## src/hw/bpu_pkg.sv

```systemverilog
`default_nettype none

package bpu_pkg;

    localparam int XLEN     = 32;
    localparam int HIST_LEN = 16;

    localparam int BIM_ENTRIES = 256;
    localparam int BIM_IDX_W   = 8;     // pc[9:2]
    localparam int TAG_ENTRIES = 64;
    localparam int TAG_IDX_W   = 6;
    localparam int TAG_W       = 10;
    localparam int PTAG_W      = 6;     // upper tag bits compared on lookup
    localparam int BTB_ENTRIES = 64;
    localparam int BTB_IDX_W   = 6;     // pc[7:2]
    localparam int BTB_TAG_W   = 24;    // pc[31:8]

    // hash slices
    localparam int PC_IDX_LSB      = 2;
    localparam int PC_TAG_LSB      = 8;  // pc[17:8] feeds both tag hashes
    localparam int T0_IDX_HIST_LSB = 0;  // hist[5:0]
    localparam int T1_IDX_HIST_LSB = 8;  // hist[13:8]
    localparam int T0_TAG_HIST_LSB = 6;  // hist[15:6]
    localparam int T1_TAG_HIST_W   = 8;  // hist[7:0], zero extended

    localparam logic [1:0] CTR_STRONG_NT = 2'd0;
    localparam logic [1:0] CTR_WEAK_NT   = 2'd1;
    localparam logic [1:0] CTR_WEAK_T    = 2'd2;
    localparam logic [1:0] CTR_STRONG_T  = 2'd3;

    localparam logic [6:0] OPC_BRANCH = 7'b1100011;
    localparam logic [6:0] OPC_JAL    = 7'b1101111;

    typedef enum logic [1:0] {
        PROV_BIM = 2'd0,
        PROV_T0  = 2'd1,
        PROV_T1  = 2'd2
    } provider_e;

    typedef enum logic [1:0] {
        CMD_NONE  = 2'd0,
        CMD_TRAIN = 2'd1,   // saturate toward outcome
        CMD_RESET = 2'd2,   // force strong toward outcome
        CMD_ALLOC = 2'd3    // claim entry with new tag
    } tag_cmd_e;

    typedef struct packed {
        logic       imm12;
        logic [5:0] imm10_5;
        logic [4:0] rs2;
        logic [4:0] rs1;
        logic [2:0] funct3;
        logic [3:0] imm4_1;
        logic       imm11;
        logic [6:0] opcode;
    } b_fmt_t;

    typedef struct packed {
        logic       imm20;
        logic [9:0] imm10_1;
        logic       imm11;
        logic [7:0] imm19_12;
        logic [4:0] rd;
        logic [6:0] opcode;
    } j_fmt_t;

    typedef union packed {
        b_fmt_t b;
        j_fmt_t j;
    } inst_u;

    typedef struct packed {
        logic [XLEN-1:0] pc;
        logic [XLEN-1:0] inst;
    } fetch_req_t;

    typedef struct packed {
        logic            is_ctrl;
        logic            taken;
        logic [XLEN-1:0] target;
        provider_e       provider;
    } bp_pred_t;

    typedef struct packed {
        logic                valid;
        logic                taken;
        logic                correct;
        provider_e           provider;
        logic [XLEN-1:0]     pc;
        logic [XLEN-1:0]     target;
        logic [HIST_LEN-1:0] history;  // snapshot taken at prediction time
    } bp_update_t;

    // 2-bit saturating step
    function automatic logic [1:0] ctr_update(input logic [1:0] ctr, input logic taken);
        if (taken) begin
            return (ctr == CTR_STRONG_T) ? ctr : ctr + 2'd1;
        end
        return (ctr == CTR_STRONG_NT) ? ctr : ctr - 2'd1;
    endfunction

endpackage

`default_nettype wire

```

## src/hw/next_pc_select.sv

```systemverilog
`timescale 1ns/1ps
`default_nettype none

module next_pc_select (
    input  var bpu_pkg::fetch_req_t      fetch_i,
    input  wire                          is_branch_i,
    input  wire                          is_jal_i,
    input  wire [bpu_pkg::XLEN-1:0]      imm_target_i,
    input  wire                          dir_taken_i,
    input  var bpu_pkg::provider_e       provider_i,
    input  wire                          btb_hit_i,
    input  wire [bpu_pkg::XLEN-1:0]      btb_target_i,
    output bpu_pkg::bp_pred_t            pred_o
);

    logic [bpu_pkg::XLEN-1:0] taken_target;

    // btb beats the decoded immediate
    assign taken_target = btb_hit_i ? btb_target_i : imm_target_i;

    always_comb begin
        pred_o.is_ctrl  = 1'b0;
        pred_o.taken    = 1'b0;
        pred_o.target   = fetch_i.pc + 32'd4;  // fall through
        pred_o.provider = bpu_pkg::PROV_BIM;
        if (is_jal_i) begin
            pred_o.is_ctrl = 1'b1;
            pred_o.taken   = 1'b1;
            pred_o.target  = taken_target;
        end else if (is_branch_i) begin
            pred_o.is_ctrl  = 1'b1;
            pred_o.taken    = dir_taken_i;
            pred_o.provider = provider_i;
            if (dir_taken_i) begin
                pred_o.target = taken_target;
            end
        end
    end

endmodule

`default_nettype wire

```

## config.mk

```make
export PLATFORM = sky130hd
export DESIGN_NAME = next_pc_select
export DESIGN_NICKNAME = d
export VERILOG_FILES = /design/src/hw/bpu_pkg.sv /design/src/hw/next_pc_select.sv
export SDC_FILE = /design/constraint.sdc
export NUM_CORES = 1
export LEC_CHECK = 0
export ABC_CLOCK_PERIOD_IN_PS = 6600
export BUFFER_PORTS_ARGS = -buffer_cell sky130_fd_sc_hd__buf_2
export CAP_MARGIN = 20
export CORE_ASPECT_RATIO = 1.5
export CORE_MARGIN = 2
export CORE_UTILIZATION = 25
export DETAILED_ROUTE_END_ITERATION = 10
export PLACE_DENSITY = 0.65
export SLEW_MARGIN = 20
export SYNTH_ARGS = -nofsm -noshare
export SYNTH_HDL_FRONTEND = slang
export SYNTH_SLANG_ARGS = --single-unit
```

## constraint.sdc

```tcl
create_clock -name vclk -period 6.6
set_input_delay 1.65 -clock vclk [all_inputs]
set_output_delay 1.65 -clock vclk [all_outputs]
set_load 0.05 [all_outputs]
```

# Word level (Yosys, flattened, before mapping)
# Index checks and enable logic that the tools add are counted.
# W data, S select, Z words.
[totals] in_bits=134 ff_bits=0 out_inout_bits=36 elab_cells=6 ramBits=0 n_memories=0 rom_bits=0 latch_bits=0
[op_classes] bitwise_logic=0 n_reduce_logical=0 mul=0 shift=0 div=0 n_addsub=1 muxes=5 order_cmp=0 n_eq_ne=0
[ops] op="$mux W32" count=2
[ops] op="$mux W36" count=1
[ops] op="$mux W34" count=1
[ops] op="$add A32 B3 Y32 const B" count=1
[ops] op="$mux W2" count=1

# Logic depth before layout (Yosys ltp)
[logic_depth] ltp_word=4 mapped_depth=6 mapped_depth_nobuf=5

# Least setup slack after synthesis
# OpenSTA, ideal clock, no wires.
[synth_timing] path_kind="input port to output port" startpoint="in fetch_i[38] (netlist name)" endpoint="out pred_o[32] (netlist name)" t_arrival_ps=3687 path_stages=4 path_buffers=0 t_required_ps=4950 slack_ps=1263 cell_sequence="nand4_4 > or4_4 > or4b_1 > a31oi_1"
[synth_lines] item="start, declared" line_no="next_pc_select.sv:5" rtl="input var bpu_pkg::fetch_req_t fetch_i,"
[synth_lines] item="end, declared" line_no="next_pc_select.sv:13" rtl="output bpu_pkg::bp_pred_t pred_o"

==> results.txt <==
Outcome: finished clean
Hold_sp: fetch_i[34]
Die W: 64.6 um
Min-delay worst type: input port to output port
Required @ worst endpoint: 4.95 ns
Die ar.: 0.00613 mm^2
Via density: 5.22
Clkbuf count: 0
Synth top cells by count: 25 x a211oi_1, 25 x nor2b_1, 17 x nand2_1
Final Hold Vio Count: 0
Most area-consuming cells after synthesis: a211oi_1 14%, nor2b_1 11%, a31oi_1 6.4%
GRT Overall Usage: 16.4%
Number of routed nets with antenna violations: 0
Simple-gate share of the synthesized area: 45.7%
Largest family of logic cells by synthesized area: simple AND/OR/NAND/NOR gates
Reg area: 0 um^2
Hold path cells: 3
Setup bufs post-CTS: 0
Fin area: 0.00212 mm^2
RSZ-0062 raised after global routing: false
Gate power share: 100.0%
Final HPWL DP: 4470 um
P_int: 0.0620 mW
Site row count: 33
Ant. Diodes: 0
Initial core utilization: 25.5%
Net Sw Frac: 68.7%
Reg power frac: 0%
I/O Pins: 170
Syn Area/Cell: 6.35 um^2
Final Util: 39.2%
Dpl cell area: 0.00212 mm^2
Critical path class: input port to output port
First-pass GRT wire length: 8400 um
Max-cap violation count: 0
Core footprint: 0.00541 mm^2
Setup TNS: 0 ns
Crit share post-route: 79.1%
Mapped cell area: 0.00138 mm^2
Element type at the critical path end: output port
Hold_buf cts: 0
Post-synth cell types: 33
Pre-antenna DRT Iters: 4
Largest area contributor in the netlist: a211oi_1
Post-synthesis sequential area ratio: 0%
I/O Buffers: 138
CP Launch Type: input port
Syn Nets: 352
Final wirelength: 5420 um
Clock network fraction of total power: 0%
Power, Total: 0.198 mW
Yosys warns: 0
Multiplexer area fraction after synthesis: 5.09%
Measured slew at the worst slew-check pin: 0.988 ns
Post-cts sizing count: 0
Initial antenna violation count: 0
Largest net degree at the start of global routing: 64
DR WL/cell: 13.2 um
Final slew viol count: 0
Fmax: 0.192 GHz
Hold Slack: 3.68 ns
Max FO, Critical Path: 8
Power Density: 93.6 mW/mm^2
DR iter-0 viols: 35
Die height: 94.9 um
Area Overhead vs Synth: 53.8%
Tmin final: 5.22 ns
Via count: 2144
Psw: 0.136 mW
Slew margin rel.: 34.2%
VDD IR max: 0.0000453 V
Placer Congestion: 0.768
Final Net Count: 478
Crit. Startpoint: fetch_i[37]
End of the critical path: pred_o[32]
Static leakage: 0.907 nW
Worst EP arrival: 3.57 ns
Number of global-route vias before repair: 1944
Layout cell share with drive strength beyond 1: 43.4%
GRT overflow: 0
Synth Area in XOR/XNOR: 8.27%
Post-synthesis cell count: 217
Synth top area share: 13.6%
Seq Cell Count: 0
Setup violators final: 0
Post-Synth Adder-Cell Area: 0.908%
Residual DRC: 0
Compound-Gate Fraction of Synth Area: 34.9%
-- cell families after synthesis --
logic type / count (synthesis)
mux: 7
simple gates: 104
compound gates: 73
xor+xnor: 13
fa+ha+maj: 1
buf+inv: 19
-- layout make-up --
type	instances	area (um^2)
fill	625	3290
inverter	4	15.0
multi-input combinational	198	1320
timing repair buffer	139	698
tap	70	87.6
-- placed cells by master, fill, tap and decap left out, drive strengths merged, types with 3 or more instances in the layout --
cell,count
nand3,13
nor3,4
inv,4
or4,6
a21oi,12
or2,3
a31oi,14
o31ai,5
o21ai,11
nor2b,25
xnor2,6
nand2,17
nor2,4
xor2,7
nor4,5
mux2i,7
or3,4
and4,5
a211oi,25
nand4,10
buf,139
-- layer usage --
metal | share of wire [%] | GRT usage (%)
met1 | 41 | 19.6
met2 | 51 | 33.2
met3 | 7.6 | 1.07
met4 | 0.35 | 0.532
met5 | 0 | 0
-- metrics by stage --
step	std cells	setup slack, ns
after floorplan	217	1.26
after global placement	411	1.38
after detailed placement	411	1.38
after CTS	411	1.38
after global routing	411	1.25
final	411	1.38
-- worst max-delay path: stages --
cell and delay (ns):
buf_2 0.16, nand4_4 0.17, or4_4 0.60, or4b_1 0.51, a31oi_1 0.18, buf_2 0.29
-- power groups by stage --
stage	combinational (mW)	sequential, mW	clock [mW]
2_1_floorplan	0.133	0	0
3_3_place_gp	0.197	0	0
3_5_place_dp	0.199	0	0
4_1_cts	0.200	0	0
5_1_grt	0.214	0	0
6_report	0.198	0	0
-- worst min path at each step --
| stage | end | slack [ns] |
|---|---|---|
| floorplan | pred_o[35] | 3.54 |
| global placement | pred_o[4] | 3.67 |
| detailed placement | pred_o[4] | 3.68 |
| CTS | pred_o[4] | 3.68 |
| global route | pred_o[4] | 3.70 |
| finish | pred_o[4] | 3.68 |
Power figures use the tool's default switching activity.
