[src/hw/bpu_pkg.sv]
`default_nettype none

package bpu_pkg;

    localparam int XLEN     = 32;
    localparam int HIST_LEN = 16;

    localparam int BIM_ENTRIES = 256;
    localparam int BIM_IDX_W   = 8;     // pc[9:2]
    localparam int TAG_ENTRIES = 64;
    localparam int TAG_IDX_W   = 6;
    localparam int TAG_W       = 10;
    localparam int PTAG_W      = 6;     // upper tag bits compared on lookup
    localparam int BTB_ENTRIES = 64;
    localparam int BTB_IDX_W   = 6;     // pc[7:2]
    localparam int BTB_TAG_W   = 24;    // pc[31:8]

    // hash slices
    localparam int PC_IDX_LSB      = 2;
    localparam int PC_TAG_LSB      = 8;  // pc[17:8] feeds both tag hashes
    localparam int T0_IDX_HIST_LSB = 0;  // hist[5:0]
    localparam int T1_IDX_HIST_LSB = 8;  // hist[13:8]
    localparam int T0_TAG_HIST_LSB = 6;  // hist[15:6]
    localparam int T1_TAG_HIST_W   = 8;  // hist[7:0], zero extended

    localparam logic [1:0] CTR_STRONG_NT = 2'd0;
    localparam logic [1:0] CTR_WEAK_NT   = 2'd1;
    localparam logic [1:0] CTR_WEAK_T    = 2'd2;
    localparam logic [1:0] CTR_STRONG_T  = 2'd3;

    localparam logic [6:0] OPC_BRANCH = 7'b1100011;
    localparam logic [6:0] OPC_JAL    = 7'b1101111;

    typedef enum logic [1:0] {
        PROV_BIM = 2'd0,
        PROV_T0  = 2'd1,
        PROV_T1  = 2'd2
    } provider_e;

    typedef enum logic [1:0] {
        CMD_NONE  = 2'd0,
        CMD_TRAIN = 2'd1,   // saturate toward outcome
        CMD_RESET = 2'd2,   // force strong toward outcome
        CMD_ALLOC = 2'd3    // claim entry with new tag
    } tag_cmd_e;

    typedef struct packed {
        logic       imm12;
        logic [5:0] imm10_5;
        logic [4:0] rs2;
        logic [4:0] rs1;
        logic [2:0] funct3;
        logic [3:0] imm4_1;
        logic       imm11;
        logic [6:0] opcode;
    } b_fmt_t;

    typedef struct packed {
        logic       imm20;
        logic [9:0] imm10_1;
        logic       imm11;
        logic [7:0] imm19_12;
        logic [4:0] rd;
        logic [6:0] opcode;
    } j_fmt_t;

    typedef union packed {
        b_fmt_t b;
        j_fmt_t j;
    } inst_u;

    typedef struct packed {
        logic [XLEN-1:0] pc;
        logic [XLEN-1:0] inst;
    } fetch_req_t;

    typedef struct packed {
        logic            is_ctrl;
        logic            taken;
        logic [XLEN-1:0] target;
        provider_e       provider;
    } bp_pred_t;

    typedef struct packed {
        logic                valid;
        logic                taken;
        logic                correct;
        provider_e           provider;
        logic [XLEN-1:0]     pc;
        logic [XLEN-1:0]     target;
        logic [HIST_LEN-1:0] history;  // snapshot taken at prediction time
    } bp_update_t;

    // 2-bit saturating step
    function automatic logic [1:0] ctr_update(input logic [1:0] ctr, input logic taken);
        if (taken) begin
            return (ctr == CTR_STRONG_T) ? ctr : ctr + 2'd1;
        end
        return (ctr == CTR_STRONG_NT) ? ctr : ctr - 2'd1;
    endfunction

endpackage

`default_nettype wire

[src/hw/btb.sv]
`timescale 1ns/1ps
`default_nettype none

module btb (
    input  wire                          clk,
    input  wire                          rst,
    input  wire [bpu_pkg::XLEN-1:0]      pc_i,
    output logic                         hit_o,
    output logic [bpu_pkg::XLEN-1:0]     target_o,
    input  var bpu_pkg::bp_update_t      update_i
);

    logic                            valid_q  [bpu_pkg::BTB_ENTRIES];
    logic [bpu_pkg::BTB_TAG_W-1:0]   tag_q    [bpu_pkg::BTB_ENTRIES];
    logic [bpu_pkg::XLEN-1:0]        target_q [bpu_pkg::BTB_ENTRIES];

    logic [bpu_pkg::BTB_IDX_W-1:0]   rd_idx, wr_idx;
    logic [bpu_pkg::BTB_TAG_W-1:0]   rd_tag, wr_tag;
    logic                            wr_en;

    assign rd_idx = pc_i[bpu_pkg::PC_IDX_LSB +: bpu_pkg::BTB_IDX_W];
    assign rd_tag = pc_i[bpu_pkg::XLEN-1 -: bpu_pkg::BTB_TAG_W];
    assign wr_idx = update_i.pc[bpu_pkg::PC_IDX_LSB +: bpu_pkg::BTB_IDX_W];
    assign wr_tag = update_i.pc[bpu_pkg::XLEN-1 -: bpu_pkg::BTB_TAG_W];
    assign wr_en  = update_i.valid && update_i.taken;  // only taken outcomes fill

    assign hit_o    = valid_q[rd_idx] && (tag_q[rd_idx] == rd_tag);
    assign target_o = target_q[rd_idx];

    always_ff @(posedge clk or posedge rst) begin
        if (rst) begin
            for (int i = 0; i < bpu_pkg::BTB_ENTRIES; i++) begin
                valid_q[i] <= 1'b0;
            end
        end else if (wr_en) begin
            valid_q[wr_idx] <= 1'b1;
        end
    end

    always_ff @(posedge clk) begin
        if (wr_en) begin
            tag_q[wr_idx]    <= wr_tag;
            target_q[wr_idx] <= update_i.target;
        end
    end

    // a fetch of the pc just written sees the new entry right after the edge
    assert property (@(posedge clk) disable iff (rst)
        wr_en |=> (pc_i != $past(update_i.pc)) ||
                  (hit_o && (target_o == $past(update_i.target)))
    ) else $error("btb entry for pc %h not visible after taken update", $past(update_i.pc));

endmodule

`default_nettype wire

[config.mk]
export PLATFORM = sky130hd
export DESIGN_NAME = btb
export DESIGN_NICKNAME = d
export VERILOG_FILES = /design/src/hw/bpu_pkg.sv /design/src/hw/btb.sv
export SDC_FILE = /design/constraint.sdc
export NUM_CORES = 2
export LEC_CHECK = 0
export ABC_AREA = 1
export BUFFER_PORTS_ARGS = -buffer_cell sky130_fd_sc_hd__clkbuf_2
export CORE_AREA = 2 2 540 542
export DETAILED_ROUTE_END_ITERATION = 12
export DIE_AREA = 0 0 542 544
export HOLD_SLACK_MARGIN = 0.05
export PLACE_DENSITY_LB_ADDON = 0.2
export SETUP_SLACK_MARGIN = 0.1
export SYNTH_ARGS = -nofsm -noshare
export SYNTH_HDL_FRONTEND = slang
export SYNTH_SLANG_ARGS = --single-unit
[constraint.sdc]
create_clock -name clk -period 1.8 [get_ports clk]
set_input_delay 0.09 -clock clk [delete_from_list [all_inputs] [get_ports clk]]
set_output_delay 0.09 -clock clk [all_outputs]
set_load 0.01 [all_outputs]
Word level (Yosys, flattened, before mapping). Memories as Yosys holds them, arrays and structs flattened. Index checks and enable logic that the tools add are counted.

Bits of input ports: 119. Memories kept: 2. RAM bits: 3584. Bits in registers: 64. Output and inout bits: 33.

Memories: target_q (words 64, width 32, rd ports 1, clocked after Yosys merged registers in 0, write ports 1, line btb.sv:15) `logic [bpu_pkg::XLEN-1:0] target_q [bpu_pkg::BTB_ENTRIES];`; tag_q (words 64, width 24, rd ports 1, clocked after Yosys merged registers in 0, write ports 1, line btb.sv:14) `logic [bpu_pkg::BTB_TAG_W-1:0] tag_q [bpu_pkg::BTB_ENTRIES];`.

Bitwise logic cells: 3. $lt $le $gt $ge: 3. Muxes and demuxes: 7. Equality and inequality tests: 1. Reduce and logical (&&, ||, !) cells: 3.

Operators with widths (number): OR 64 bit (1); equality test 24 bit (1); greater-or-equal comparator 7 bit, second input constant (2); NOT 6 -> 7 bit (2); < comparator 7 x 1 -> 1 bit, second input constant (1); binary-select mux 1 bit (select 6 bit) (1); demux 1 bit (select 6 bit) (1); 2-to-1 mux 1 bit (5); logical AND 1 bit (3).

Longest topological paths before layout.
Word-level depth: 6. Mapped depth: 19. Mapped depth without buffers: 17.

Worst setup path before layout. OpenSTA, ideal clock, no wires.

Path kind: input -> register. Start point: input update_i[84] (netlist name). End point: memory tag_q[10][0] (netlist name) (enable). Stages on the path: 4. Path slack: -1.581 ns. Data arrival time: 2.910 ns. Buffers on the path: 0. Data required time: 1.329 ns. Cells stage by stage: nand2_1 nor2_1 nand2_1 nor2_1.

Word-level cells in the longest chain between the ends: 3.

Ends and longest elaborated chain: from (decl) (line btb.sv:10) `input var bpu_pkg::bp_update_t update_i`; logical AND 1 bit (line btb.sv:25) `assign wr_en = update_i.valid && update_i.taken;`; 2-to-1 mux 1 bit (line btb.sv:41) `if (wr_en) begin`; 2-to-1 mux 1 bit (implied by the code) (line btb.sv:42) `tag_q[wr_idx] <= wr_tag;`; to (decl) (line btb.sv:14).

No other way between the ends.

Worst setup path in the final report.
Start point: register valid_q[46] (netlist name). End point: output hit_o.

Word-level cells in the longest chain between the ends: 4.

Ends and longest elaborated chain: from (decl) (line btb.sv:13) `logic valid_q [bpu_pkg::BTB_ENTRIES];`; from (signal, indexed assignment) (line btb.sv:33) `valid_q[i] <= 1'b0;`; from (signal, indexed assignment) (line btb.sv:36) `valid_q[wr_idx] <= 1'b1;`; binary-select mux 1 bit (select 6 bit) (line btb.sv:27) `assign hit_o = valid_q[rd_idx] && (tag_q[rd_idx] == rd_tag);`; 2-to-1 mux 1 bit (implied by the code) (2 in a row) (line btb.sv:27); logical AND 1 bit (line btb.sv:27); to (decl) (line btb.sv:8) `output logic hit_o,`.

No other way between the ends. The select of a mux whose other input is x is not followed.

==> reports/qor.log <==
qor: power_and_ir_drop.peakVddDrop 1200 µV
qor: sta.setup_ws -1.23 ns
qor: yosys.commonest_cells_in_the_netlist edfxtp_1 (3584), nand2_1 (1769), nand3_1 (1520)
qor: sta.finalMaxSlewViolations 0
qor: layout.fin_nets 12421
qor: critical_path.worst-endpoint-arrival 2.94 ns
qor: placement.port-buffer-count 128
qor: clock_network.clock_tree.htree_level_count 5
qor: drt.drtIter0Drc 15641
qor: yosys.ys.flop_type edfxtp_1
qor: yosys.synth-async-reset-ratio 0.0175
qor: die.initial_core_util 0.498
qor: hold_path.whs_path_depth 7
qor: power_and_ir_drop.design_power_total 185 mW
qor: sta.layout_worst_path_cycle_share 1.69
qor: hold_path.timing.hold.worst.class primary input to flop
qor: power_and_ir_drop.powerDensity 1040 nW/µm²
qor: yosys.synth_seq_cells 3648
qor: yosys.synthesis.area_per_instance 12.8 µm²
qor: die.core_area 289000 µm²
qor: grt.total_overflow_reported_by_the_global_router 0
qor: yosys.netlist.top_cell.by_area edfxtp_1
qor: drt.wire_per_inst 29.4 µm
qor: critical_path.path_max_fanout 2
qor: layout.postLayoutCellArea 177000 µm²
qor: drt.dr.pass1.iters 9
qor: clock_network.cts-root-buf clkbuf_16
qor: placement.dpl-instance-area 162000 µm²
qor: critical_path.required 1.71 ns
qor: flow_run.maxCapViolCount 0
qor: sta.rsz0062_at_grt true
qor: placement.finalWeightedCongestion 0.916
qor: clock_network.clock_tree.buffer_depth 4
qor: power_and_ir_drop.p_leak 61.1 nW
qor: yosys.synth.top_cells.by_area edfxtp_1 (75%), nand3_1 (5.3%), nand2_1 (4.6%), o21ai_0 (4.4%), nor2_1 (3.8%)
qor: grt.antenna_found_initial 12
qor: yosys.synth_edf_count 3584
qor: placement.place.detailed.hpwl 296000 µm
qor: grt.via_count_of_the_first_global_routing_pass 97318
qor: die.die_h 544 µm
qor: drt.vias_per_std_cell 6.25
qor: sta.final_period_minus_worst_setup_slack 3.03 ns
qor: yosys.synth_cell_type_count 26
qor: sta.max_slew.worst_pin.slew 0.731 ns
qor: layout.post_route_cells_drive_above_1_share 0.190
qor: grt.pin_count_of_the_biggest_net_entering_global_routing 65
qor: grt.grtUsageTotal 0.321
qor: yosys.synth_sequential_area_ratio 0.759
qor: drt.ant_nets 0
qor: die.floorplan.die_area 295000 µm²
qor: outcome.status finished with violations
qor: yosys.netlist.area_leader.share 0.748
qor: layout.utilization 0.612
qor: drt.via_count 102524
qor: die.die_width 542 µm
qor: grt.grt_pass1_wl 686000 µm
qor: clock_network.worstSkewPairLatency 0.88 ns
qor: drt.routed_wl 482000 µm
qor: yosys.synth_cells 11286
qor: critical_path.worstSetupEndpointType output port
qor: yosys.cell_area_synth 144000 µm²
qor: clock_network.cts_tree yes
qor: critical_path.rr_worst_depth 1
qor: critical_path.timing.critical_path.from_type flop
qor: layout.area_growth_syn_to_fin 23.0%
qor: yosys.yosysWarnings 0
qor: critical_path.critPathKind flop to output port
qor: yosys.yosysMostFrequentCell edfxtp_1
qor: outcome.failing_checks setup timing
qor: sta.maxSlewHeadroom 0.512
qor: yosys.synthesis.nets 11405
qor: clock_network.tritoncts.num_buffers 373
qor: die.floorplan.io_pins 152
qor: sta.clock-skew-final 0 ns
qor: sta.max_freq 0.330 GHz
qor: die.placement_rows 198
qor: drt.route.detailed.drc 0
qor: clock_network.clkSinkCount 3648
qor: sta.number_of_failing_hold_endpoints_at_the_final_stage 0
qor: clock_network.clk_transition_reported_paths 0.06 ns
qor: sta.finalSetupViolCount 33
==> power by group <==
part / leakage [nW] / switching (mW) / total (mW) / internal, mW
sequential: 33.0 / 0.174 / 93.9 / 93.7
combinational: 22.2 / 9.03 / 14.0 / 4.95
clock: 5.84 / 32.6 / 76.8 / 44.2
==> area by class of cell <==
class | count | area [µm²]
diodes | 5 | 12.5
clock buffers | 439 | 9670
clock inverters | 235 | 2300
fillers | 21781 | 112000
inverters | 30 | 150
multi-input cells | 6813 | 33600
flip-flops and latches | 3648 | 109000
well taps | 3800 | 4750
repair buffers | 1436 | 17400
==> flip-flops by register name (all words and copies together), names as in the netlist <==
register / count
valid_q: 64
tag_q: 1536
target_q: 2048
==> stage by stage <==
stage	hold WS, ns	TNS (ns)	setup WS, ns	cells
after floorplan	0.189	-2463.22	-0.739	11286
after global placement	0.209	-28.25	-1.38	15662
after detailed placement	0.212	-28.20	-1.38	15662
after CTS	0.0966	-43.63	-1.25	16401
after global routing	0.130	-29.11	-1.31	16404
final	0.129	-26.86	-1.23	16406
==> final timing paths <==
| check | end | start | slack, ns |
|---|---|---|---|
| min in group asynchronous | valid_q[29]$_DFFE_PP0P_ | rst | 0.38 |
| max in group asynchronous | valid_q[7]$_DFFE_PP0P_ | rst | 1.08 |
| max | hit_o | valid_q[46]$_DFFE_PP0P_ | -1.23 |
| min | target_q[48][8]$_DFFE_PP_ | update_i[50] | 0.13 |
| max reg2reg | valid_q[46]$_DFFE_PP0P_ | valid_q[46]$_DFFE_PP0P_ | 0.94 |
| min reg2reg | valid_q[56]$_DFFE_PP0P_ | valid_q[56]$_DFFE_PP0P_ | 0.47 |
==> placed cells by master, fill, tap and decap left out, types with 5 or more instances in the layout <==
cell and n:
dfrtp_1 64, nand3_4 9, buf_8 7, o21ai_4 11, nor2_2 44, clkbuf_16 377
inv_6 15, clkbuf_2 94, clkbuf_1 62, o32ai_1 16, edfxtp_1 3584, nor2_4 82
nand2_1 1734, buf_6 50, clkinv_1 79, o22ai_1 555, dlygate4sd3_1 68, o22ai_4 19
or2_2 59, nand3_2 74, o22ai_2 62, buf_4 703, clkinv_2 73, nor2_1 1316
a21oi_1 9, bufinv_16 40, o21ai_2 76, o21ai_1 287, o32ai_2 11, o21ai_0 945
nand2_2 31, clkinvlp_4 19, buf_12 510, clkinv_8 5, nand3b_1 14, nand3_1 1437
inv_1 22, inv_8 5, diode_2 5
==> what timing repair did <==
| action | 4_1_cts | 5_1_grt |
|---|---|---|
| setup buffers | 1 | 1 |
| hold endpoints to repair | 3724 | 2 |
| hold buffers | 68 | 1 |
| setup endpoints to repair | 33 | 147 |
| resized for setup | 424 | 388 |
| pin swaps | 149 | 219 |
==> worst max-delay path: stages, from the launching register on <==
cell and delay [ns]:
dfrtp_1 0.43, nand2_1 0.09, nand3_1 0.09, nand3_1 0.10, nand3_1 0.09, nand3_1 0.08, nand3_1 0.10, nand2_2 0.09
buf_12 0.14, a21oi_2 0.12, nand2_2 0.10, nor2_4 0.12, nand3_4 0.14, nor2_4 0.22, buf_6 0.13
==> cells by family (layout without fill, tap and decap cells) <==
family | Yosys count | in the layout | share of synthesized area
flip-flops | 3648 | 3648 | 0.759
buffers and inverters | 825 | 2140 | 0.0251
AND/OR/NAND/NOR | 4808 | 4808 | 0.140
AO/OA/AOI/OAI | 2005 | 2005 | 0.0761
other | 0 | 5 | 0
==> routing by layer <==
layer	part of all wire	vias to the layer above	track usage
met4	0.051	0	0.144
met1	0.38	51005	0.439
met3	0.11	1219	0.0540
met5	0	-	0
met2	0.46	6765	0.506
li1	-	43535	-
Power figures use the tool's default switching activity.
