[config.mk]
export PLATFORM = sky130hd
export DESIGN_NAME = inst_predecode
export DESIGN_NICKNAME = d
export VERILOG_FILES = /design/src/hw/bpu_pkg.sv /design/src/hw/inst_predecode.sv
export SDC_FILE = /design/constraint.sdc
export NUM_CORES = 1
export LEC_CHECK = 0
export BUFFER_PORTS_ARGS = -buffer_cell sky130_fd_sc_hd__clkbuf_2
export CAP_MARGIN = 25
export CORE_MARGIN = 4
export CORE_UTILIZATION = 47
export DETAILED_ROUTE_END_ITERATION = 7
export GPL_TIMING_DRIVEN = 0
export PLACE_DENSITY_LB_ADDON = 0.05
export SYNTH_ARGS = -nofsm -noshare
export SYNTH_HDL_FRONTEND = slang
export SYNTH_SLANG_ARGS = --single-unit
[constraint.sdc]
create_clock -name vclk -period 4.8
set_input_delay 0.72 -clock vclk [all_inputs]
set_output_delay 0.72 -clock vclk [all_outputs]
set_load 0.01 [all_outputs]
[src/hw/bpu_pkg.sv]
`default_nettype none

package bpu_pkg;

    localparam int XLEN     = 32;
    localparam int HIST_LEN = 16;

    localparam int BIM_ENTRIES = 256;
    localparam int BIM_IDX_W   = 8;     // pc[9:2]
    localparam int TAG_ENTRIES = 64;
    localparam int TAG_IDX_W   = 6;
    localparam int TAG_W       = 10;
    localparam int PTAG_W      = 6;     // upper tag bits compared on lookup
    localparam int BTB_ENTRIES = 64;
    localparam int BTB_IDX_W   = 6;     // pc[7:2]
    localparam int BTB_TAG_W   = 24;    // pc[31:8]

    // hash slices
    localparam int PC_IDX_LSB      = 2;
    localparam int PC_TAG_LSB      = 8;  // pc[17:8] feeds both tag hashes
    localparam int T0_IDX_HIST_LSB = 0;  // hist[5:0]
    localparam int T1_IDX_HIST_LSB = 8;  // hist[13:8]
    localparam int T0_TAG_HIST_LSB = 6;  // hist[15:6]
    localparam int T1_TAG_HIST_W   = 8;  // hist[7:0], zero extended

    localparam logic [1:0] CTR_STRONG_NT = 2'd0;
    localparam logic [1:0] CTR_WEAK_NT   = 2'd1;
    localparam logic [1:0] CTR_WEAK_T    = 2'd2;
    localparam logic [1:0] CTR_STRONG_T  = 2'd3;

    localparam logic [6:0] OPC_BRANCH = 7'b1100011;
    localparam logic [6:0] OPC_JAL    = 7'b1101111;

    typedef enum logic [1:0] {
        PROV_BIM = 2'd0,
        PROV_T0  = 2'd1,
        PROV_T1  = 2'd2
    } provider_e;

    typedef enum logic [1:0] {
        CMD_NONE  = 2'd0,
        CMD_TRAIN = 2'd1,   // saturate toward outcome
        CMD_RESET = 2'd2,   // force strong toward outcome
        CMD_ALLOC = 2'd3    // claim entry with new tag
    } tag_cmd_e;

    typedef struct packed {
        logic       imm12;
        logic [5:0] imm10_5;
        logic [4:0] rs2;
        logic [4:0] rs1;
        logic [2:0] funct3;
        logic [3:0] imm4_1;
        logic       imm11;
        logic [6:0] opcode;
    } b_fmt_t;

    typedef struct packed {
        logic       imm20;
        logic [9:0] imm10_1;
        logic       imm11;
        logic [7:0] imm19_12;
        logic [4:0] rd;
        logic [6:0] opcode;
    } j_fmt_t;

    typedef union packed {
        b_fmt_t b;
        j_fmt_t j;
    } inst_u;

    typedef struct packed {
        logic [XLEN-1:0] pc;
        logic [XLEN-1:0] inst;
    } fetch_req_t;

    typedef struct packed {
        logic            is_ctrl;
        logic            taken;
        logic [XLEN-1:0] target;
        provider_e       provider;
    } bp_pred_t;

    typedef struct packed {
        logic                valid;
        logic                taken;
        logic                correct;
        provider_e           provider;
        logic [XLEN-1:0]     pc;
        logic [XLEN-1:0]     target;
        logic [HIST_LEN-1:0] history;  // snapshot taken at prediction time
    } bp_update_t;

    // 2-bit saturating step
    function automatic logic [1:0] ctr_update(input logic [1:0] ctr, input logic taken);
        if (taken) begin
            return (ctr == CTR_STRONG_T) ? ctr : ctr + 2'd1;
        end
        return (ctr == CTR_STRONG_NT) ? ctr : ctr - 2'd1;
    endfunction

endpackage

`default_nettype wire

[src/hw/inst_predecode.sv]
`timescale 1ns/1ps
`default_nettype none

module inst_predecode (
    input  var bpu_pkg::fetch_req_t         fetch_i,
    output logic                            is_branch_o,
    output logic                            is_jal_o,
    output logic [bpu_pkg::XLEN-1:0]        imm_target_o
);

    bpu_pkg::inst_u            word;
    logic [bpu_pkg::XLEN-1:0]  b_imm;
    logic [bpu_pkg::XLEN-1:0]  j_imm;

    assign word = fetch_i.inst;

    // opcode sits at the same place in both views
    assign is_branch_o = (word.b.opcode == bpu_pkg::OPC_BRANCH);
    assign is_jal_o    = (word.j.opcode == bpu_pkg::OPC_JAL);

    assign b_imm = {
        {20{word.b.imm12}},   // sign
        word.b.imm11,
        word.b.imm10_5,
        word.b.imm4_1,
        1'b0
    };

    assign j_imm = {
        {12{word.j.imm20}},
        word.j.imm19_12,
        word.j.imm11,
        word.j.imm10_1,
        1'b0
    };

    // only meaningful for branch/jal, next_pc_select ignores it otherwise
    assign imm_target_o = fetch_i.pc + (is_jal_o ? j_imm : b_imm);

endmodule

`default_nettype wire

; ---- Word level (Yosys, flattened, before mapping)
; Cells that the tools add are included.
[totals]
ff_bits = 0
in_bits = 64
out_inout_bits = 34
[op_classes]
n_addsub = 1
n_eq_ne = 2
muxes = 1
[op_table]
columns = operator, count
row1 = $add A32 B32 Y32, 1
row2 = $mux W20, 1
row3 = $eq A7 B7 Y1 const B, 2

; ---- Logic depth before layout (Yosys ltp)
; Gate-level depths: netlist (run 1).
[depth]
word_depth = 3
ltp_mapped = 15
depth_no_buf = 14

; ---- Worst setup path before layout (run 1)
; No wires, ideal clock.
[synth_timing]
kind = input to output
start = input fetch_i[6] in the netlist's numbering
end = output imm_target_o[27] in the netlist's numbering
t_arrival_ps = 4057
path_slack_ps = 23
cell_stages = 15
path_cell_list = nor2b_1 nand4_1 nor2_1 clkbuf_1 mux2_2 ha_1 inv_1 fa_1 nand2b_1 a211o_1 a211o_1 a211o_1 and3_1 or2_1 xnor2_1
[synth_between]
elab_chain_len = 3
[synth_rtl]
columns = item, line_no
row1 = start: declaration, inst_predecode.sv:5  ; input var bpu_pkg::fetch_req_t fetch_i,
row2 = $eq A7 B7 Y1, inst_predecode.sv:19  ; assign is_jal_o = (word.j.opcode == bpu_pkg::OPC_JAL);
row3 = via is_jal_o, inst_predecode.sv:7  ; output logic is_jal_o,
row4 = $mux W20, inst_predecode.sv:38  ; assign imm_target_o = fetch_i.pc + (is_jal_o ? j_imm : b_imm);
row5 = $add A32 B32 Y32, inst_predecode.sv:38
row6 = end: declaration, inst_predecode.sv:8  ; output logic [bpu_pkg::XLEN-1:0] imm_target_o
; The timed path passes the listed nets, and every way through them passes these cells.

; ---- Worst setup path in the final report (run 1)
[layout_timing]
start = input fetch_i[6] in the netlist's numbering
end = output imm_target_o[31] in the netlist's numbering
[layout_between]
elab_chain_len = 3
[layout_rtl]
columns = item, line_no
row1 = $eq A7 B7 Y1, inst_predecode.sv:19
row2 = $mux W20, inst_predecode.sv:38
row3 = $add A32 B32 Y32, inst_predecode.sv:38
; Every way passes these cells.

==> flow_metrics.env, run 1 <==
export IMPL_hpwl_mm=4.346
export IMPL_io_pins=98
export IMPL_p_sw_share_pct=55.17
export IMPL_n_fill_cell=354
export IMPL_hold_buffers=0
export IMPL_antenna_cells=0
export IMPL_clkbuf_count=0
export IMPL_p_total_mw=0.3553
export IMPL_wl_per_cell_microns=12.75
export IMPL_dr_first_iter_drc_count=108
export IMPL_drt_pass1_iterations=4
export IMPL_drv_cap=0
export IMPL_die_width_microns=69.05
export IMPL_area_growth_syn_to_layout_pct=34.43
export IMPL_wl_mm=5.074
export IMPL_fin_nets=452
export IMPL_crit_slowest_cell="fa_2"
export IMPL_p_per_area_mw_per_mm2=150.9
export IMPL_slew_headroom_pct=71.56
export IMPL_grt_pass1_wl_mm=8.286
export IMPL_regArea_sq_um=0
export IMPL_cpPeakStageDelay_ps=340
export IMPL_grt_pass1_vias=1970
export IMPL_period_minus_slack_ps=4613
export IMPL_drc_errors=0
export IMPL_num_rows=21
export IMPL_ant_nets=0
export IMPL_netlist_top_cells_area="ha_1 (24%), a21oi_1 (11%), xnor2_1 (9.0%)"
export IMPL_combinationalPowerShare_pct=100.0
export IMPL_die_area_sq_mm=0.004768
export IMPL_drive_gt1_share_pct=32.67
export IMPL_critPathTopFamily="compound AO/OA/AOI/OAI gates"
export IMPL_startpoint_type="input pin"
export IMPL_seqPwrFrac_pct=0
export IMPL_required_ps=4080
export IMPL_hold_ws_ps=1629
export IMPL_die_y_microns=69.05
export IMPL_grt_overflow=0
export IMPL_synthAdderAreaFrac_pct=24.71
export IMPL_postPlaceCellArea_sq_mm=0.002295
export IMPL_intPower_mw=0.1593
export IMPL_post_route_util_pct=67.89
export IMPL_synth_compound_area_share_pct=35.86
export IMPL_seq_cells=0
export IMPL_vias=2175
export IMPL_track_usage_pct=19.17
export IMPL_crit_chain="clkbuf_2, nor2b_1, nand4_1, nor2_4, buf_6, mux2_2, ha_2, inv_1, fa_2, nand2b_1, a211o_1, a211o_1, a211o_1, and3_4, o31ai_4, xnor2_1, buf_2"
export IMPL_critPathMaxFanout=3
export IMPL_globalplace_congestion=0.8391
export IMPL_postLayoutCellArea_sq_mm=0.002355
export IMPL_yosysSeqAreaShare_pct=0
export IMPL_grt_max_degree=14
export IMPL_end_kind="primary output"
export IMPL_synth_top_cell_area_share_pct=23.57
export IMPL_synth_cell_types=37
export IMPL_rsz0062_at_grt="no"
export IMPL_worst_pin_slew_ps=422.8
export IMPL_vias_per_cell=5.465
export IMPL_io_buffer_count=97
export IMPL_synth_simple_area_share_pct=17.86
export IMPL_status="finished clean"
export IMPL_setup_viol=0
export IMPL_syn_avg_cell_area_sq_um=6.951
export IMPL_core_sq_mm=0.003468
export IMPL_worst_endpoint_arrival_ps=3890
export IMPL_synth_area_leader_cell="ha_1"
export IMPL_synth_top_family_by_area="compound AO/OA/AOI/OAI gates"
export IMPL_path_class="input pin to primary output"
export IMPL_ir_drop_uv=82.08
export IMPL_drv_slew=0
export IMPL_syn_area_sq_mm=0.001752
export IMPL_synthXorXnorAreaFrac_pct=14.50
export IMPL_yosysWarnings=0
export IMPL_syn_nets=350
export IMPL_leakage_nw=1.261
export IMPL_period_share_pct=96.10
export IMPL_pwr_share_clk_pct=0
export IMPL_critPathMostFrequentCell="a211o_1"
export IMPL_synthCells=252
export IMPL_synthMuxAreaShare_pct=3.214
export IMPL_max_freq_mhz=216.8
export IMPL_antenna_found_initial=0
export IMPL_hold_viol=0
export IMPL_min_delay_path_class="input pin to primary output"
export IMPL_initial_utilization_pct=50.51
export IMPL_p_sw_mw=0.1960
export IMPL_crit_buf_inv=4
-- Yosys cell counts (3+ instances only) --
cell type  instances
a211o_1            6
a21o_1            19
a21oi_1           39
clkbuf_1           7
ha_1              33
inv_1              9
mux2_2             5
nand2_1           22
nand3_1            7
nand4_1            9
nor2_1            16
nor3_1             3
o21ai_0           18
o21bai_1           3
xnor2_1           18
xor2_1            11
-- placed cells by master (no fill, tap or decap), types with 2 or more instances in the layout --
master     n
a211o_1    6
a211oi_1   2
a21boi_0   2
a21o_1    19
a21oi_1   39
buf_4      5
clkbuf_1   5
clkbuf_2  96
ha_1      32
inv_1      9
mux2_2     5
nand2_1   22
nand2b_1   2
nand3_1    7
nand4_1    9
nor2_1    15
nor2b_1    2
nor3_1     3
o21a_1     2
o21ai_0   18
o21bai_1   3
or3_1      2
xnor2_1   18
xor2_1    11
-- kinds of logic after synthesis --
family                     Yosys count
adders and majority gates           34
buffers and inverters               17
AOI/OAI and AO/OA                  100
xor gates and xnor gates            29
and+or+nand+nor                     67
muxes                                5
-- layout make-up --
cell class	count	area [sq um]	area share [%]
Buffer	7	37.54	1.594
Inverter	9	33.78	1.435
Multi-Input combinational cell	235	1710	72.64
Tap cell	46	57.56	2.444
Timing Repair Buffer	101	515.5	21.89
-- routing by layer --
layer,part of all wire [%],global-route usage (%),vias up
met3,7.0,1.163,0
met4,0,0.4338,0
met2,45,34.43,79
met5,0,0,-
met1,48,26.38,962
li1,-,-,1134
-- worst paths after layout --
| kind | start | end | slack [ps] | depth (start not counted) |
|---|---|---|---|---|
| max | fetch_i[6] | imm_target_o[31] | 190 | 17 |
| min | fetch_i[32] | imm_target_o[0] | 1630 | 2 |
-- per-stage QoR --
step / setup TNS [ps] / worst slack (ps) / instances
floorplan: 0 / 22.53 / 252
global placement: -2060 / -407.3 / 395
detailed placement: -2727 / -469.7 / 395
CTS: 0 / 7.136 / 396
global route: 0 / 8.111 / 398
finish: 0 / 187.0 / 398
-- power by group through the flow --
stage          sequential, mW  combinational [mW]  clock (mW)
2_1_floorplan               0               0.229           0
4_1_cts                     0               0.351           0
6_report                    0               0.355           0
5_1_grt                     0               0.392           0
3_3_place_gp                0               0.346           0
3_5_place_dp                0               0.349           0
-- timing repair --
| action | CTS | global route |
|---|---|---|
| gates resized for setup | 4 | 7 |
| setup buffers | 1 | 3 |
| endpoints found under the setup margin | 11 | 7 |
| pin swaps | 2 | 7 |
(Power assumes the default switching activity.)
==> inputs of run 2 (changes only) <==
CORE_MARGIN = default   (was 4)
==> run 2 against run 1 <==
Net effect:
- cell count stayed put
- sequential share of layout area stayed put
- hold slack better by 0.66 ps
- largest cell class unchanged
- flip-flop and latch count unchanged
- combinational power is essentially flat
- critical endpoint is now imm_target_o[27]
- power decreased by 0.48%
==> flow_metrics.env, run 2 (synthesized netlist as in run 1, its figures left out) <==
export IMPL_end_kind="primary output"
export IMPL_core_sq_mm=0.003442
export IMPL_period_share_pct=95.85
export IMPL_critPathTopFamily="simple AND/OR/NAND/NOR gates"
export IMPL_cp_endpoint="imm_target_o[27]"
export IMPL_drv_slew=0
export IMPL_worst_endpoint_arrival_ps=3880
export IMPL_n_fill_cell=339
export IMPL_vias=2163
export IMPL_drive_gt1_share_pct=32.95
export IMPL_drc_errors=0
export IMPL_area_growth_syn_to_layout_pct=34.50
export IMPL_multi_input_area_sq_mm=0.001712
export IMPL_ir_drop_uv=73.38
export IMPL_wl_per_cell_microns=12.08
export IMPL_regArea_sq_um=0
export IMPL_io_pins=98
export IMPL_dpl_cell_count=395
export IMPL_startpoint_type="input pin"
export IMPL_status="finished clean"
export IMPL_die_y_microns=63.05
export IMPL_hpwl_mm=3.968
export IMPL_antenna_cells=0
export IMPL_clkbuf_count=0
export IMPL_drt_pass1_iterations=4
export IMPL_setup_viol=0
export IMPL_crit_slowest_cell="fa_2"
export IMPL_grt_max_degree=14
export IMPL_min_delay_path_class="input pin to primary output"
export IMPL_p_per_area_mw_per_mm2=150.1
export IMPL_fin_cells=398
export IMPL_die_width_microns=63.05
export IMPL_critPathMostFrequentCell="a211o_1"
export IMPL_dp_slack_ps=-444.2
export IMPL_max_freq_mhz=217.4
export IMPL_critPathMaxFanout=3
export IMPL_crit_buf_inv=4
export IMPL_fin_nets=452
export IMPL_drv_cap=0
export IMPL_ant_nets=0
export IMPL_io_buffer_count=97
export IMPL_required_ps=4080
export IMPL_globalplace_congestion=0.8578
export IMPL_antenna_found_initial=0
export IMPL_grt_pass1_wl_mm=7.990
export IMPL_wl_mm=4.807
export IMPL_die_area_sq_mm=0.003975
export IMPL_dr_first_iter_drc_count=68
export IMPL_period_minus_slack_ps=4601
export IMPL_seq_cells=0
export IMPL_path_depth=17
export IMPL_crit_chain="clkbuf_2, nor2b_1, nand4_1, nor2_4, buf_6, mux2_2, ha_2, inv_1, fa_2, nand2b_4, a211o_1, a211o_1, a211o_1, and3_1, or2_1, xnor2_2, buf_2"
export IMPL_hold_ws_ps=1630
export IMPL_slew_headroom_pct=72.72
export IMPL_setup_ws_ps=199.2
export IMPL_path_class="input pin to primary output"
export IMPL_cpPeakStageDelay_ps=350
export IMPL_grt_overflow=0
export IMPL_final_common_cell="clkbuf_2"
export IMPL_vias_per_cell=5.435
export IMPL_hold_viol=0
export IMPL_track_usage_pct=23.38
export IMPL_worst_pin_slew_ps=405.5
export IMPL_layout_common_cells="clkbuf_2 (96), a21oi_1 (39), ha_1 (32)"
export IMPL_leakage_nw=1.274
export IMPL_initial_utilization_pct=50.89
export IMPL_num_rows=21
export IMPL_grt_pass1_vias=1903
export IMPL_worstSetupStartpoint="fetch_i[6]"
[run 2: cell types whose count changed in the layout (fill, tap and decap cells not counted)]
cell | before | now
nand2b_1 | 2 | 1
and3_1 | 0 | 1
o31ai_2 | 0 | 1
nand2b_4 | 0 | 1
and3_4 | 1 | 0
o31ai_4 | 1 | 0
xnor2_1 | 18 | 17
xnor2_2 | 0 | 1
[run 2: what timing repair did]
action	CTS	global route
hold buffers	0	0
endpoints found under the hold margin	0	0
setup endpoints to repair	9	5
pin swaps	2	3
gates resized for setup	4	7
gates cloned	0	0
buffers inserted	1	3
[run 2: report_power, final]
group          switching [mW]  leakage, nW  internal (mW)  total, mW
logic                   0.195         1.27          0.159      0.354
clock network               0            0              0          0
registers                   0            0              0          0
[run 2: worst min path at each step]
stage               slack, ps  cells after the start         from               to
finish                   1630                      2  fetch_i[32]  imm_target_o[0]
global route             1630                      2  fetch_i[32]  imm_target_o[0]
detailed placement       1630                      2  fetch_i[32]  imm_target_o[0]
floorplan                1490                      1   fetch_i[3]      is_branch_o
CTS                      1630                      2  fetch_i[32]  imm_target_o[0]
global placement         1630                      2  fetch_i[32]  imm_target_o[0]
[run 2: cell type report]
| cell class | instances | share of cell area (%) |
|---|---|---|
| inverter | 9 | 1.434 |
| multi-input combinational | 235 | 72.65 |
| tap | 46 | 2.443 |
| timing repair buffer | 101 | 21.88 |
| buffer | 7 | 1.593 |
[run 2: per-stage QoR]
stage	power (mW)	setup TNS (ps)	area (sq um)	util [%]
after floorplan	0.2289	0	1752	-
after global placement	0.3434	-1730	2295	66.67
after detailed placement	0.3461	-2133	2295	66.67
after CTS	0.3491	0	2313	67.21
after global routing	0.3934	-57.73	2356	68.45
final	0.3536	0	2356	68.45
[run 2: routing by layer]
metal / global-route usage (%) / part of all wire [%] / vias up
li1: - / - / 1140
met1: 32.90 / 49 / 951
met2: 41.26 / 45 / 72
met3: 0.9058 / 6.2 / 0
met4: 0 / 0 / 0
met5: 0 / 0 / -
